$ cat config.mk
export PLATFORM = sky130hd
export DESIGN_NAME = uart_core
export DESIGN_NICKNAME = d
export VERILOG_FILES = /design/src/uart_cfg_pkg.sv /design/src/uart_frame_pkg.sv /design/src/uart_baud_gen.sv /design/src/uart_tx.sv /design/src/uart_rx.sv /design/src/uart_rx_fifo.sv /design/src/uart_core.sv
export SDC_FILE = /design/constraint.sdc
export NUM_CORES = 1
export LEC_CHECK = 0
export BUFFER_PORTS_ARGS = -buffer_cell sky130_fd_sc_hd__buf_2
export CORE_MARGIN = 2
export CORE_UTILIZATION = 45
export DETAILED_ROUTE_END_ITERATION = 16
export PLACE_DENSITY_LB_ADDON = 0.05
export SLEW_MARGIN = 5
export SYNTH_ARGS = -nofsm -noshare
export SYNTH_HDL_FRONTEND = slang
export SYNTH_SLANG_ARGS = --single-unit
$ cat constraint.sdc
create_clock -name clk -period 5.55 [get_ports clk]
set_clock_uncertainty 0.1 [all_clocks]
set_input_delay 0.555 -clock clk [delete_from_list [all_inputs] [get_ports clk]]
set_output_delay 0.555 -clock clk [all_outputs]
set_load 0.02 [all_outputs]
$ cat src/uart_cfg_pkg.sv
/* UART core configuration package
   Bit period encoding, receive credit width and default FIFO depth */

`default_nettype none

package uart_cfg_pkg;

  // Clocks per serial bit as a 12.4 fixed-point value
  // [15:4] integer clocks per sixteenth-bit tick
  // [3:0]  fractional sixteenths, spread over the 16 ticks of a bit
  typedef logic [15:0] bitperiod_t;

  // Receive FIFO depth used unless the top level overrides it
  localparam int RX_DEPTH_DEF = 4;

  // Receive credit counter width, so up to 15 outstanding credits
  localparam int CREDIT_W = 4;

  // Ticks per serial bit, fixed by the 4-bit subtick counters
  localparam int TICKS_PER_BIT = 16;

endpackage : uart_cfg_pkg

`default_nettype wire

$ cat src/uart_frame_pkg.sv
/* UART serial frame package
   Transmitter and receiver state encodings, received word format */

`default_nettype none

package uart_frame_pkg;

  // Transmit shifter states, one per frame section
  typedef enum logic [1:0] {
    TX_IDLE  = 2'd0,  // Line marking, waiting for holding register
    TX_START = 2'd1,  // Start bit (low)
    TX_DATA  = 2'd2,  // 8 data bits, LSB first
    TX_STOP  = 2'd3   // Stop bit (high)
  } tx_state_e;

  // Receiver states
  typedef enum logic [2:0] {
    RX_IDLE  = 3'd0,  // Waiting for falling edge
    RX_START = 3'd1,  // Half-bit wait to confirm start
    RX_DATA  = 3'd2,  // Sampling data bits mid-bit
    RX_STOP  = 3'd3,  // Sampling stop bit
    RX_BREAK = 3'd4   // Line held low, wait for mark
  } rx_state_e;

  // Received word, from receiver to FIFO and from FIFO to host
  typedef struct packed {
    logic [7:0] data;       // Received byte
    logic       frame_err;  // Stop bit read as 0
    logic       overrun;    // Words were dropped before this one
  } rx_word_t;

endpackage : uart_frame_pkg

`default_nettype wire

$ cat src/uart_baud_gen.sv
/* Fractional baud generator
   One tick per sixteenth of a bit, fraction spread over each 16 ticks */

`default_nettype none

module uart_baud_gen import uart_cfg_pkg::*; (
  input  logic       clk,
  input  logic       arstn,
  input  bitperiod_t bitperiod,  // 12.4 clocks per tick
  output logic       tick
);

  logic [11:0] baud_int;   // Down counter for current tick
  logic [3:0]  baud_frac;  // Tick index within the bit
  logic [11:0] per_int;
  logic [3:0]  per_frac;

  assign per_int  = bitperiod[15:4];
  assign per_frac = bitperiod[3:0];

  always_ff @(posedge clk or negedge arstn) begin
    if (!arstn) begin
      baud_int  <= '0;
      baud_frac <= '0;
      tick      <= 1'b0;
    end else begin
      tick <= 1'b0;
      if (baud_int != '0) begin
        baud_int <= baud_int - 12'd1;
      end else begin
        tick <= 1'b1;
        // First per_frac ticks of each bit last one clock longer
        if (per_frac > baud_frac)
          baud_int <= per_int;  // int + 1 clocks
        else
          baud_int <= per_int - 12'd1;  // int clocks
        baud_frac <= baud_frac + 4'd1;  // Wraps every 16 ticks
      end
    end
  end

endmodule : uart_baud_gen

`default_nettype wire

$ cat src/uart_tx.sv
/* 8N1 UART transmitter with one-byte holding register
   Returns a host credit each time the holding register moves to the shifter */

`default_nettype none

module uart_tx import uart_frame_pkg::*; (
  input  logic       clk,
  input  logic       arstn,
  input  logic       tick,
  input  logic       tx_valid,
  input  logic [7:0] tx_data,
  output logic       tx_credit,
  output logic       txd
);

  tx_state_e  state;
  logic [3:0] subtick;    // Tick within current bit
  logic [2:0] bit_cnt;    // Data bit index
  logic [7:0] shifter;    // Bits still to send
  logic [7:0] hold_data;  // Byte waiting for shifter
  logic       hold_full;
  logic       bit_last;   // Last tick of current bit
  logic       load;       // Holding register to shifter
  logic       shift_en;   // Next data bit onto the line

  assign bit_last = tick && (subtick == 4'd15);

  // Idle shifter loads on any tick, busy one only at end of stop bit
  assign load = tick && hold_full &&
                (state == TX_IDLE || (state == TX_STOP && subtick == 4'd15));

  assign shift_en = bit_last &&
                    (state == TX_START || (state == TX_DATA && bit_cnt != 3'd7));

  assign tx_credit = load;  // Credit back as the holding register frees

  // Holding register flag
  always_ff @(posedge clk or negedge arstn) begin
    if (!arstn)
      hold_full <= 1'b0;
    else if (tx_valid)
      hold_full <= 1'b1;  // Host only writes while holding a credit
    else if (load)
      hold_full <= 1'b0;
  end

  // Frame sequencer
  always_ff @(posedge clk or negedge arstn) begin
    if (!arstn) begin
      state   <= TX_IDLE;
      subtick <= '0;
      bit_cnt <= '0;
      txd     <= 1'b1;  // Line marks after reset
    end else if (load) begin
      state   <= TX_START;
      subtick <= '0;
      txd     <= 1'b0;  // Start bit
    end else if (tick) begin
      subtick <= subtick + 4'd1;
      if (subtick == 4'd15) begin
        case (state)
          TX_START: begin
            state   <= TX_DATA;
            bit_cnt <= '0;
            txd     <= shifter[0];  // Bit 0
          end
          TX_DATA: begin
            if (bit_cnt == 3'd7) begin
              state <= TX_STOP;
              txd   <= 1'b1;  // Stop bit
            end else begin
              bit_cnt <= bit_cnt + 3'd1;
              txd     <= shifter[0];
            end
          end
          TX_STOP: state <= TX_IDLE;  // Nothing held, line stays high
          default: state <= TX_IDLE;
        endcase
      end
    end
  end

  // Payload registers
  always_ff @(posedge clk) begin
    if (tx_valid)
      hold_data <= tx_data;
    if (load)
      shifter <= hold_data;
    else if (shift_en)
      shifter <= {1'b0, shifter[7:1]};  // LSB first
  end

endmodule : uart_tx

`default_nettype wire

$ cat src/uart_rx.sv
/* 8N1 UART receiver with two-flop input synchronizer
   Rejects false starts, flags framing errors and holds off during break */

`default_nettype none

module uart_rx import uart_frame_pkg::*; (
  input  logic     clk,
  input  logic     arstn,
  input  logic     tick,
  input  logic     rxd,         // Asynchronous serial input
  output logic     word_valid,  // One cycle, mid stop bit
  output rx_word_t word
);

  logic       rxd_meta;   // First synchronizer stage
  logic       rxd_sync;   // Second stage, safe to use
  rx_state_e  state;
  logic [3:0] subtick;    // Tick count within current bit
  logic [2:0] bit_cnt;    // Data bit index
  logic [7:0] shifter;    // Data collected so far
  logic       sample;     // Mid data bit
  logic       emit;       // Mid stop bit

  assign sample = tick && state == RX_DATA && subtick == 4'd15;
  assign emit   = tick && state == RX_STOP && subtick == 4'd15;

  // Input synchronizer, resets to mark
  always_ff @(posedge clk or negedge arstn) begin
    if (!arstn) begin
      rxd_meta <= 1'b1;
      rxd_sync <= 1'b1;
    end else begin
      rxd_meta <= rxd;
      rxd_sync <= rxd_meta;
    end
  end

  // Receive FSM
  always_ff @(posedge clk or negedge arstn) begin
    if (!arstn) begin
      state      <= RX_IDLE;
      subtick    <= '0;
      bit_cnt    <= '0;
      word_valid <= 1'b0;
    end else begin
      word_valid <= emit;
      if (tick) begin
        subtick <= subtick + 4'd1;
        case (state)
          RX_IDLE: begin
            if (!rxd_sync) begin
              state   <= RX_START;  // Falling edge seen
              subtick <= '0;
            end
          end
          RX_START: begin
            if (subtick == 4'd7) begin  // Mid start bit
              if (rxd_sync) begin
                state <= RX_IDLE;  // Glitch, not a start bit
              end else begin
                state   <= RX_DATA;
                subtick <= '0;  // Later samples every 16 ticks
                bit_cnt <= '0;
              end
            end
          end
          RX_DATA: begin
            if (subtick == 4'd15) begin
              bit_cnt <= bit_cnt + 3'd1;
              if (bit_cnt == 3'd7)
                state <= RX_STOP;
            end
          end
          RX_STOP: begin
            if (subtick == 4'd15)
              state <= rxd_sync ? RX_IDLE : RX_BREAK;  // Low stop bit may be break
          end
          RX_BREAK: begin
            if (rxd_sync)
              state <= RX_IDLE;  // Mark ends hold-off
          end
          default: state <= RX_IDLE;
        endcase
      end
    end
  end

  // Data path
  always_ff @(posedge clk) begin
    if (sample)
      shifter <= {rxd_sync, shifter[7:1]};  // LSB arrives first
    if (emit) begin
      word.data      <= shifter;
      word.frame_err <= ~rxd_sync;
      word.overrun   <= 1'b0;  // Set downstream in the FIFO
    end
  end

endmodule : uart_rx

`default_nettype wire

$ cat src/uart_rx_fifo.sv
/* Receive FIFO with overrun marking and credit-gated delivery
   Words that find the FIFO full are dropped and flagged on the next word kept */

`default_nettype none

module uart_rx_fifo import uart_cfg_pkg::*, uart_frame_pkg::*; #(
  parameter int RX_DEPTH = 4
) (
  input  logic     clk,
  input  logic     arstn,
  input  logic     word_valid,
  input  rx_word_t word,
  input  logic     rx_credit,  // One pulse per word the host can take
  output logic     rx_valid,
  output rx_word_t rx_word
);

  localparam int PTR_W = $clog2(RX_DEPTH);
  localparam int CNT_W = $clog2(RX_DEPTH + 1);

  rx_word_t            mem [RX_DEPTH];
  logic [PTR_W-1:0]    wr_ptr;
  logic [PTR_W-1:0]    rd_ptr;
  logic [CNT_W-1:0]    count;    // Words stored
  logic [CREDIT_W-1:0] credits;  // Host credits not yet used
  logic                drop;     // Word lost since last store
  logic                deliver;
  logic                wr_en;

  // Pulse arriving this cycle already counts
  assign deliver = (credits != '0 || rx_credit) && count != '0;
  assign wr_en   = word_valid && (count != CNT_W'(RX_DEPTH) || deliver);

  always_ff @(posedge clk or negedge arstn) begin
    if (!arstn) begin
      wr_ptr   <= '0;
      rd_ptr   <= '0;
      count    <= '0;
      credits  <= '0;  // Host starts with nothing granted
      drop     <= 1'b0;
      rx_valid <= 1'b0;
    end else begin
      rx_valid <= deliver;
      count    <= count + CNT_W'(wr_en) - CNT_W'(deliver);
      credits  <= credits + CREDIT_W'(rx_credit) - CREDIT_W'(deliver);
      if (wr_en)
        wr_ptr <= (wr_ptr == PTR_W'(RX_DEPTH - 1)) ? '0 : wr_ptr + 1'b1;
      if (deliver)
        rd_ptr <= (rd_ptr == PTR_W'(RX_DEPTH - 1)) ? '0 : rd_ptr + 1'b1;
      if (wr_en)
        drop <= 1'b0;  // Reported in the stored word
      else if (word_valid)
        drop <= 1'b1;  // Full, word lost
    end
  end

  always_ff @(posedge clk) begin
    if (wr_en) begin
      mem[wr_ptr]         <= word;
      mem[wr_ptr].overrun <= drop;
    end
    if (deliver)
      rx_word <= mem[rd_ptr];
  end

endmodule : uart_rx_fifo

`default_nettype wire

$ cat src/uart_core.sv
/* UART core top level
   Baud generator, buffered transmitter, receiver and credit-gated receive FIFO */

`default_nettype none

module uart_core import uart_cfg_pkg::*, uart_frame_pkg::*; #(
  parameter int RX_DEPTH = RX_DEPTH_DEF
) (
  input  logic       clk,
  input  logic       arstn,
  input  logic       tx_valid,   // Spends the host's single tx credit
  input  logic       rxd,
  input  logic [7:0] tx_data,
  input  bitperiod_t bitperiod,  // Clocks per bit, 12.4
  input  logic       rx_credit,
  output logic       tx_credit,
  output logic       txd,
  output logic       rx_valid,
  output rx_word_t   rx_word
);

  logic     tick;        // Sixteenth-bit strobe
  logic     word_valid;  // Receiver to FIFO
  rx_word_t word;

  uart_baud_gen baud_i (
    .clk       (clk),
    .arstn     (arstn),
    .bitperiod (bitperiod),
    .tick      (tick)
  );

  uart_tx tx_i (
    .clk       (clk),
    .arstn     (arstn),
    .tick      (tick),
    .tx_valid  (tx_valid),
    .tx_data   (tx_data),
    .tx_credit (tx_credit),
    .txd       (txd)
  );

  uart_rx rx_i (
    .clk        (clk),
    .arstn      (arstn),
    .tick       (tick),
    .rxd        (rxd),
    .word_valid (word_valid),
    .word       (word)
  );

  uart_rx_fifo #(.RX_DEPTH(RX_DEPTH)) fifo_i (
    .clk        (clk),
    .arstn      (arstn),
    .word_valid (word_valid),
    .word       (word),
    .rx_credit  (rx_credit),
    .rx_valid   (rx_valid),
    .rx_word    (rx_word)
  );

endmodule : uart_core

`default_nettype wire

==> Yosys cells after proc, flatten, opt, wreduce, memory -nomap -nowiden <==
Memories as Yosys holds them, arrays and structs flattened. A register that Yosys moved wholly into a read port is not among the register bits.
Index checks and enable logic that the tools add are counted.
{ "word_totals": {"ff_bits": 87, "ramBits": 40, "inputBits": 29, "output_inout_bits": 13, "word_cells": 146, "n_memories": 1} }
{ "classes": {"addsub": 13, "magnitude_cmp": 1, "n_eq_ne": 25, "n_mux": 44, "bitwise": 3, "reduce_logical": 34} }
{ "mem_list": {"columns": ["name", "words", "word_bits", "read_ports", "rd_ports_with_merged_regs", "wr", "line", "text"], "rows": [
  ["fifo_i.mem", 4, 10, 1, 1, 1, "uart_rx_fifo.sv:21", "rx_word_t mem [RX_DEPTH];"]
]} }
{ "op_table": {"columns": ["operator", "count"], "rows": [
  ["$mux W3", 11],
  ["$mux W12", 2],
  ["$sub A12 B1 Y12 const B", 2],
  ["$mux W4", 4],
  ["$mux W8", 2],
  ["$pmux W3 S5", 1],
  ["$mux W2", 7],
  ["$reduce_bool A2 Y1", 7],
  ["$add A4 B1 Y4 const B", 3],
  ["$logic_and A1 B1 Y1", 12],
  ["$mux W1", 12],
  ["$ne A2 B2 Y1 const B", 6],
  ["$pmux W3 S2", 2],
  ["$reduce_bool A12 Y1", 1],
  ["$reduce_and A5 Y1", 2],
  ["$eq A3 B3 Y1 const B", 3],
  ["$ne A3 B3 Y1 const B", 3],
  ["$eq A2 B2 Y1 const B", 4],
  ["$eq A4 B4 Y1 const B", 2],
  ["$pmux W4 S2", 1],
  ["$reduce_and A7 Y1", 1],
  ["$add A3 B1 Y3 const B", 2],
  ["$eq A3 B2 Y1 const B", 2],
  ["$reduce_and A3 Y1", 2],
  ["other kinds (19)", 26]
]} }

==> Depth between registers and ports, before layout <==
{ "depth": {"depth_word": 8, "mapped_depth": 10, "mapped_depth_nobuf": 10} }

==> Modules after synthesis <==
From an unflattened synthesis, not the netlist that was laid out.
{ "unflattened": {"cells_unflattened": 445, "area_unflattened_um2": 6212.2} }
{ "by_module_without_submodules": {"columns": ["mod", "instances", "cells_each", "area_per_inst_um2", "seq_area_each_um2"], "rows": [
  ["uart_rx_fifo", 1, 128, 2502.4, 1826.8],
  ["uart_tx", 1, 97, 1305.0, 757.0],
  ["uart_rx", 1, 89, 1218.7, 838.3],
  ["uart_baud_gen", 1, 131, 1186.1, 425.4]
]} }

==> Worst setup path after synthesis <==
OpenSTA, ideal clock, no wires.
{ "synth_timing": {"kind": "input-to-reg", "start": "input port rx_credit", "end": "register fifo_i.count[2]", "setup_time_ns": 0.080, "t_arrival_ns": 2.433, "required_time_ns": 5.370, "slack_ns": 2.937, "path_stages": 8, "path_buffers": 0, "cell_sequence": "nor4b_1 > nor2_1 > ha_1 > inv_1 > ha_1 > fa_1 > xnor2_1 > xnor2_1"} }
{ "synth_via": {"elab_chain_len": 6} }
{ "synth_lines": {"columns": ["element", "line", "text"], "rows": [
  ["start: declaration", "uart_core.sv:15", "input logic rx_credit,"],
  ["$logic_or A1 B1 Y1 (*)", "uart_rx_fifo.sv:31", "assign deliver = (credits != '0 || rx_credit) && count != '0;"],
  ["$logic_and A1 B1 Y1 (*)", "uart_rx_fifo.sv:31", null],
  ["named net fifo_i.deliver", "uart_rx_fifo.sv:27", "logic deliver;"],
  ["$logic_or A1 B1 Y1", "uart_rx_fifo.sv:32", "assign wr_en = word_valid && (count != CNT_W'(RX_DEPTH) || deliver);"],
  ["$logic_and A1 B1 Y1", "uart_rx_fifo.sv:32", null],
  ["$add A3 B1 Y3", "uart_rx_fifo.sv:44", "count <= count + CNT_W'(wr_en) - CNT_W'(deliver);"],
  ["$sub A3 B1 Y3 (*)", "uart_rx_fifo.sv:44", null],
  ["end signal: assignment", "uart_rx_fifo.sv:44", null],
  ["end: declaration", "uart_rx_fifo.sv:24", "logic [CNT_W-1:0] count;"]
]} }
The timed path passes the listed nets; every way through them passes the cells marked *.
A chain may end at the register's enable or synchronous reset.

==> Worst setup path after layout <==
{ "layout_timing": {"start": "register tx_i.subtick[0]", "end": "output port tx_credit"} }
{ "layout_via": {"elab_chain_len": 4} }
{ "layout_lines": {"columns": ["element", "line", "text"], "rows": [
  ["start: declaration", "uart_tx.sv:17", "logic [3:0] subtick;"],
  ["start signal: assignment", "uart_tx.sv:59", "subtick <= subtick + 4'd1;"],
  ["$eq A4 B4 Y1", "uart_tx.sv:30", "(state == TX_IDLE || (state == TX_STOP && subtick == 4'd15));"],
  ["$logic_and A1 B1 Y1", "uart_tx.sv:30", null],
  ["$logic_or A1 B1 Y1", "uart_tx.sv:30", null],
  ["$logic_and A1 B1 Y1", "uart_tx.sv:29", "assign load = tick && hold_full &&"],
  ["end: declaration", "uart_core.sv:16", "output logic tx_credit,"]
]} }
Every way passes these cells.

==> results.sh <==
export IMPL_design_portCount=42
export IMPL_fin_crit_sh_pct=55.6
export IMPL_yosysWarnings=0
export IMPL_synthesis_nets=514
export IMPL_initial_utilization_pct=46.0
export IMPL_h_tree_depth=4
export IMPL_cp_arrival_ps=2430
export IMPL_globalRouteOverflowTotal=0
export IMPL_antenna_left=0
export IMPL_report_final_slew_viol_count=0
export IMPL_fin_crit_ps=3090
export IMPL_grtUsageTotal_pct=15.5
export IMPL_syn_to_final_growth_pct=16.2
export IMPL_hold_viol=0
export IMPL_timing_reg2reg_setup_slack_ps=2650
export IMPL_initialDrtViolationCount=219
export IMPL_yosys_register_bits=137
export IMPL_number_of_antenna_violations_at_the_first_check_in_global_routing=0
export IMPL_fp_dieH_um=120
export IMPL_grt_pass1_wl_um=17200
export IMPL_run_status="finished clean"
export IMPL_synthArstFlopShare_pct=39.4
export IMPL_place_hpwl_um=6650
export IMPL_yosysSeqAreaShare_pct=63.5
export IMPL_setup_violations_final=0
export IMPL_final_layout_size_suffix_gt1_share_pct=19.8
export IMPL_die_width_um=120
export IMPL_maxSlewHeadroom_pct=22.1
export IMPL_synth_cell_types=56
export IMPL_placed_area_mm2=0.00647
export IMPL_dr_pass1_iters=6
export IMPL_worst_pin_slew_ps=1160
export IMPL_synth_most_common_cell="sky130_fd_sc_hd__edfxtp_1"
export IMPL_pwr_density_cell_mw_per_mm2=386
export IMPL_finalWeightedCongestion=0.812
export IMPL_count_of_clock_tree_sinks=137
export IMPL_syn_instance_count=455
export IMPL_synth_area_leaders="sky130_fd_sc_hd__edfxtp_1, sky130_fd_sc_hd__dfrtp_1, sky130_fd_sc_hd__ha_1"
export IMPL_maxCapViolations=0
export IMPL_avgSynthCellArea_um2=13.3
export IMPL_setup_tns_final_ps=0
export IMPL_cts_post_setup_buffers_inserted=0
export IMPL_crit_path_max_fanout=11
export IMPL_hold_path_class="primary input to flop"
export IMPL_antenna_diode_count=0
export IMPL_tritoncts="yes"
export IMPL_wire_per_inst_um=14.4
export IMPL_max_clock_freq_mhz=324
export IMPL_route_detailed_drc=0
export IMPL_yosys_most_used_dff="sky130_fd_sc_hd__edfxtp_1"
export IMPL_std_cell_rows=42
export IMPL_clk_transition_reported_paths_ps=60
export IMPL_final_net_count=565
export IMPL_cts_resized=0
export IMPL_synth_top_cells_by_count="sky130_fd_sc_hd__edfxtp_1, sky130_fd_sc_hd__nand2_1, sky130_fd_sc_hd__dfrtp_1, sky130_fd_sc_hd__ha_1, sky130_fd_sc_hd__nor2_1"
export IMPL_critPathRequiredTime_ps=4890
export IMPL_routed_via_count=3595
export IMPL_coreArea_mm2=0.0132
export IMPL_finalInstanceArea_mm2=0.00704
export IMPL_maximum_number_of_pins_on_one_net_before_global_route_repair=55
export IMPL_synthDominantAreaCellType="sky130_fd_sc_hd__edfxtp_1"
export IMPL_synth_edf_count=83
export IMPL_worst_ir_drop_vdd_mv=0.253
export IMPL_worstSetupEndpointType="output port"
export IMPL_clk_root_buffer_cell="sky130_fd_sc_hd__clkbuf_16"
export IMPL_timing_worst_setup_path_type="flop to output port"
export IMPL_hold_buffers=0
export IMPL_leakage_uw=0.00273
export IMPL_clock_buffer_depth=2
export IMPL_cts_inserted_buffers=17
export IMPL_fp_dieArea_mm2=0.0144
export IMPL_cp_start_kind="flop"
export IMPL_syn_cell_area_mm2=0.00606
export IMPL_finalPower_uw=2720
export IMPL_synth_top_cell_area_share_pct=41.1
export IMPL_insertion_delay_ps=410
export IMPL_grt_setup_unrepaired="false"
export IMPL_number_of_global_route_vias_before_repair=3603
export IMPL_postRouteWirelength_um=9980
export IMPL_numPortBuffers=41
export IMPL_drt_vias_per_instance=5.17
==> per-stage QoR <==
stage | hold slack (ps) | std cells | utilization, % | worst slack [ps]
after floorplan | 159 | 455 | - | 2940
after global placement | 247 | 663 | 49.0 | 2610
after detailed placement | 247 | 663 | 49.0 | 2540
after CTS | 118 | 695 | 53.4 | 2410
after global routing | 116 | 695 | 53.4 | 2210
final | 140 | 695 | 53.4 | 2460
==> kinds of logic after synthesis <==
| kind of cell | count (synthesis) | synth area share, % |
|---|---|---|
| simple gates | 141 | 11.9 |
| flops | 137 | 63.5 |
| compound gates | 68 | 7.31 |
| buf+inv | 39 | 2.58 |
| fa+ha+maj | 30 | 6.44 |
| xor+xnor | 21 | 3.03 |
| mux | 19 | 5.28 |
==> critical path: stages, from the launching register on <==
cell,delay (ps)
sky130_fd_sc_hd__dfrtp_1,380
sky130_fd_sc_hd__ha_1,210
sky130_fd_sc_hd__a41oi_1,120
sky130_fd_sc_hd__nor2b_1,460
sky130_fd_sc_hd__nand2_1,370
sky130_fd_sc_hd__inv_2,280
sky130_fd_sc_hd__buf_2,200
==> final timing paths <==
kind                       depth (start not counted)         startpoint           endpoint
max in group asynchronous                          2              arstn    rx_i.bit_cnt[0]
setup reg to reg                                  10  fifo_i.credits[2]    fifo_i.count[2]
hold / removal                                     1                rxd      rx_i.rxd_meta
min in group asynchronous                          2              arstn  fifo_i.credits[2]
setup / recovery                                   6    tx_i.subtick[0]          tx_credit
hold reg to reg                                    0      rx_i.rxd_meta      rx_i.rxd_sync
==> placed cells by master, fill, tap and decap left out, types with 4 or more instances in the layout <==
cell type	synthesis	final
sky130_fd_sc_hd__a21oi_1	13	13
sky130_fd_sc_hd__and2_1	6	6
sky130_fd_sc_hd__buf_2	3	41
sky130_fd_sc_hd__clkbuf_16	0	17
sky130_fd_sc_hd__dfrtp_1	51	51
sky130_fd_sc_hd__edfxtp_1	83	83
sky130_fd_sc_hd__ha_1	28	28
sky130_fd_sc_hd__inv_1	26	26
sky130_fd_sc_hd__inv_6	0	4
sky130_fd_sc_hd__mux2i_1	5	5
sky130_fd_sc_hd__mux4_2	10	10
sky130_fd_sc_hd__nand2_1	52	52
sky130_fd_sc_hd__nand4_1	5	5
sky130_fd_sc_hd__nor2_1	27	27
sky130_fd_sc_hd__nor3_1	13	13
sky130_fd_sc_hd__nor4_1	8	6
sky130_fd_sc_hd__nor4_2	2	4
sky130_fd_sc_hd__o21ai_0	19	19
sky130_fd_sc_hd__o21ai_1	6	6
sky130_fd_sc_hd__o31ai_1	5	5
sky130_fd_sc_hd__or3_1	5	5
sky130_fd_sc_hd__xnor2_1	9	9
sky130_fd_sc_hd__xor2_1	12	12
==> flip-flops by register name, indices dropped and copies added (netlist names), 4 cells and up <==
| register | count |
|---|---|
| fifo_i.rx_word | 10 |
| rx_i.shifter | 8 |
| tx_i.subtick | 4 |
| fifo_i.credits | 4 |
| tx_i.hold_data | 8 |
| tx_i.shifter | 8 |
| fifo_i.mem | 40 |
| rx_i.word | 9 |
| baud_i.baud_int | 12 |
| rx_i.subtick | 4 |
| baud_i.baud_frac | 4 |
==> cell type report <==
class | count | area (um2)
clock buffers | 19 | 433
clock inverters | 13 | 144
fillers | 1152 | 6150
inverters | 28 | 108
multi-input cells | 279 | 2070
flip-flops and latches | 137 | 3850
well taps | 176 | 220
repair buffers | 43 | 220
==> routing by layer <==
layer	up-vias	track usage (%)	wire length (um)
met2	53	24.3	4800
li1	1770	-	-
met5	-	0	0
met1	1761	20.2	4750
met4	0	5.74	134
met3	11	4.99	290
==> where the power goes <==
part,leakage [uW],internal (uW),switching [uW]
Combinational,0.00105,185,200
Sequential,0.00140,1180,68.0
Clock,0.000272,665,425
Total,0.00273,2030,693
Power figures use the tool's default switching activity.
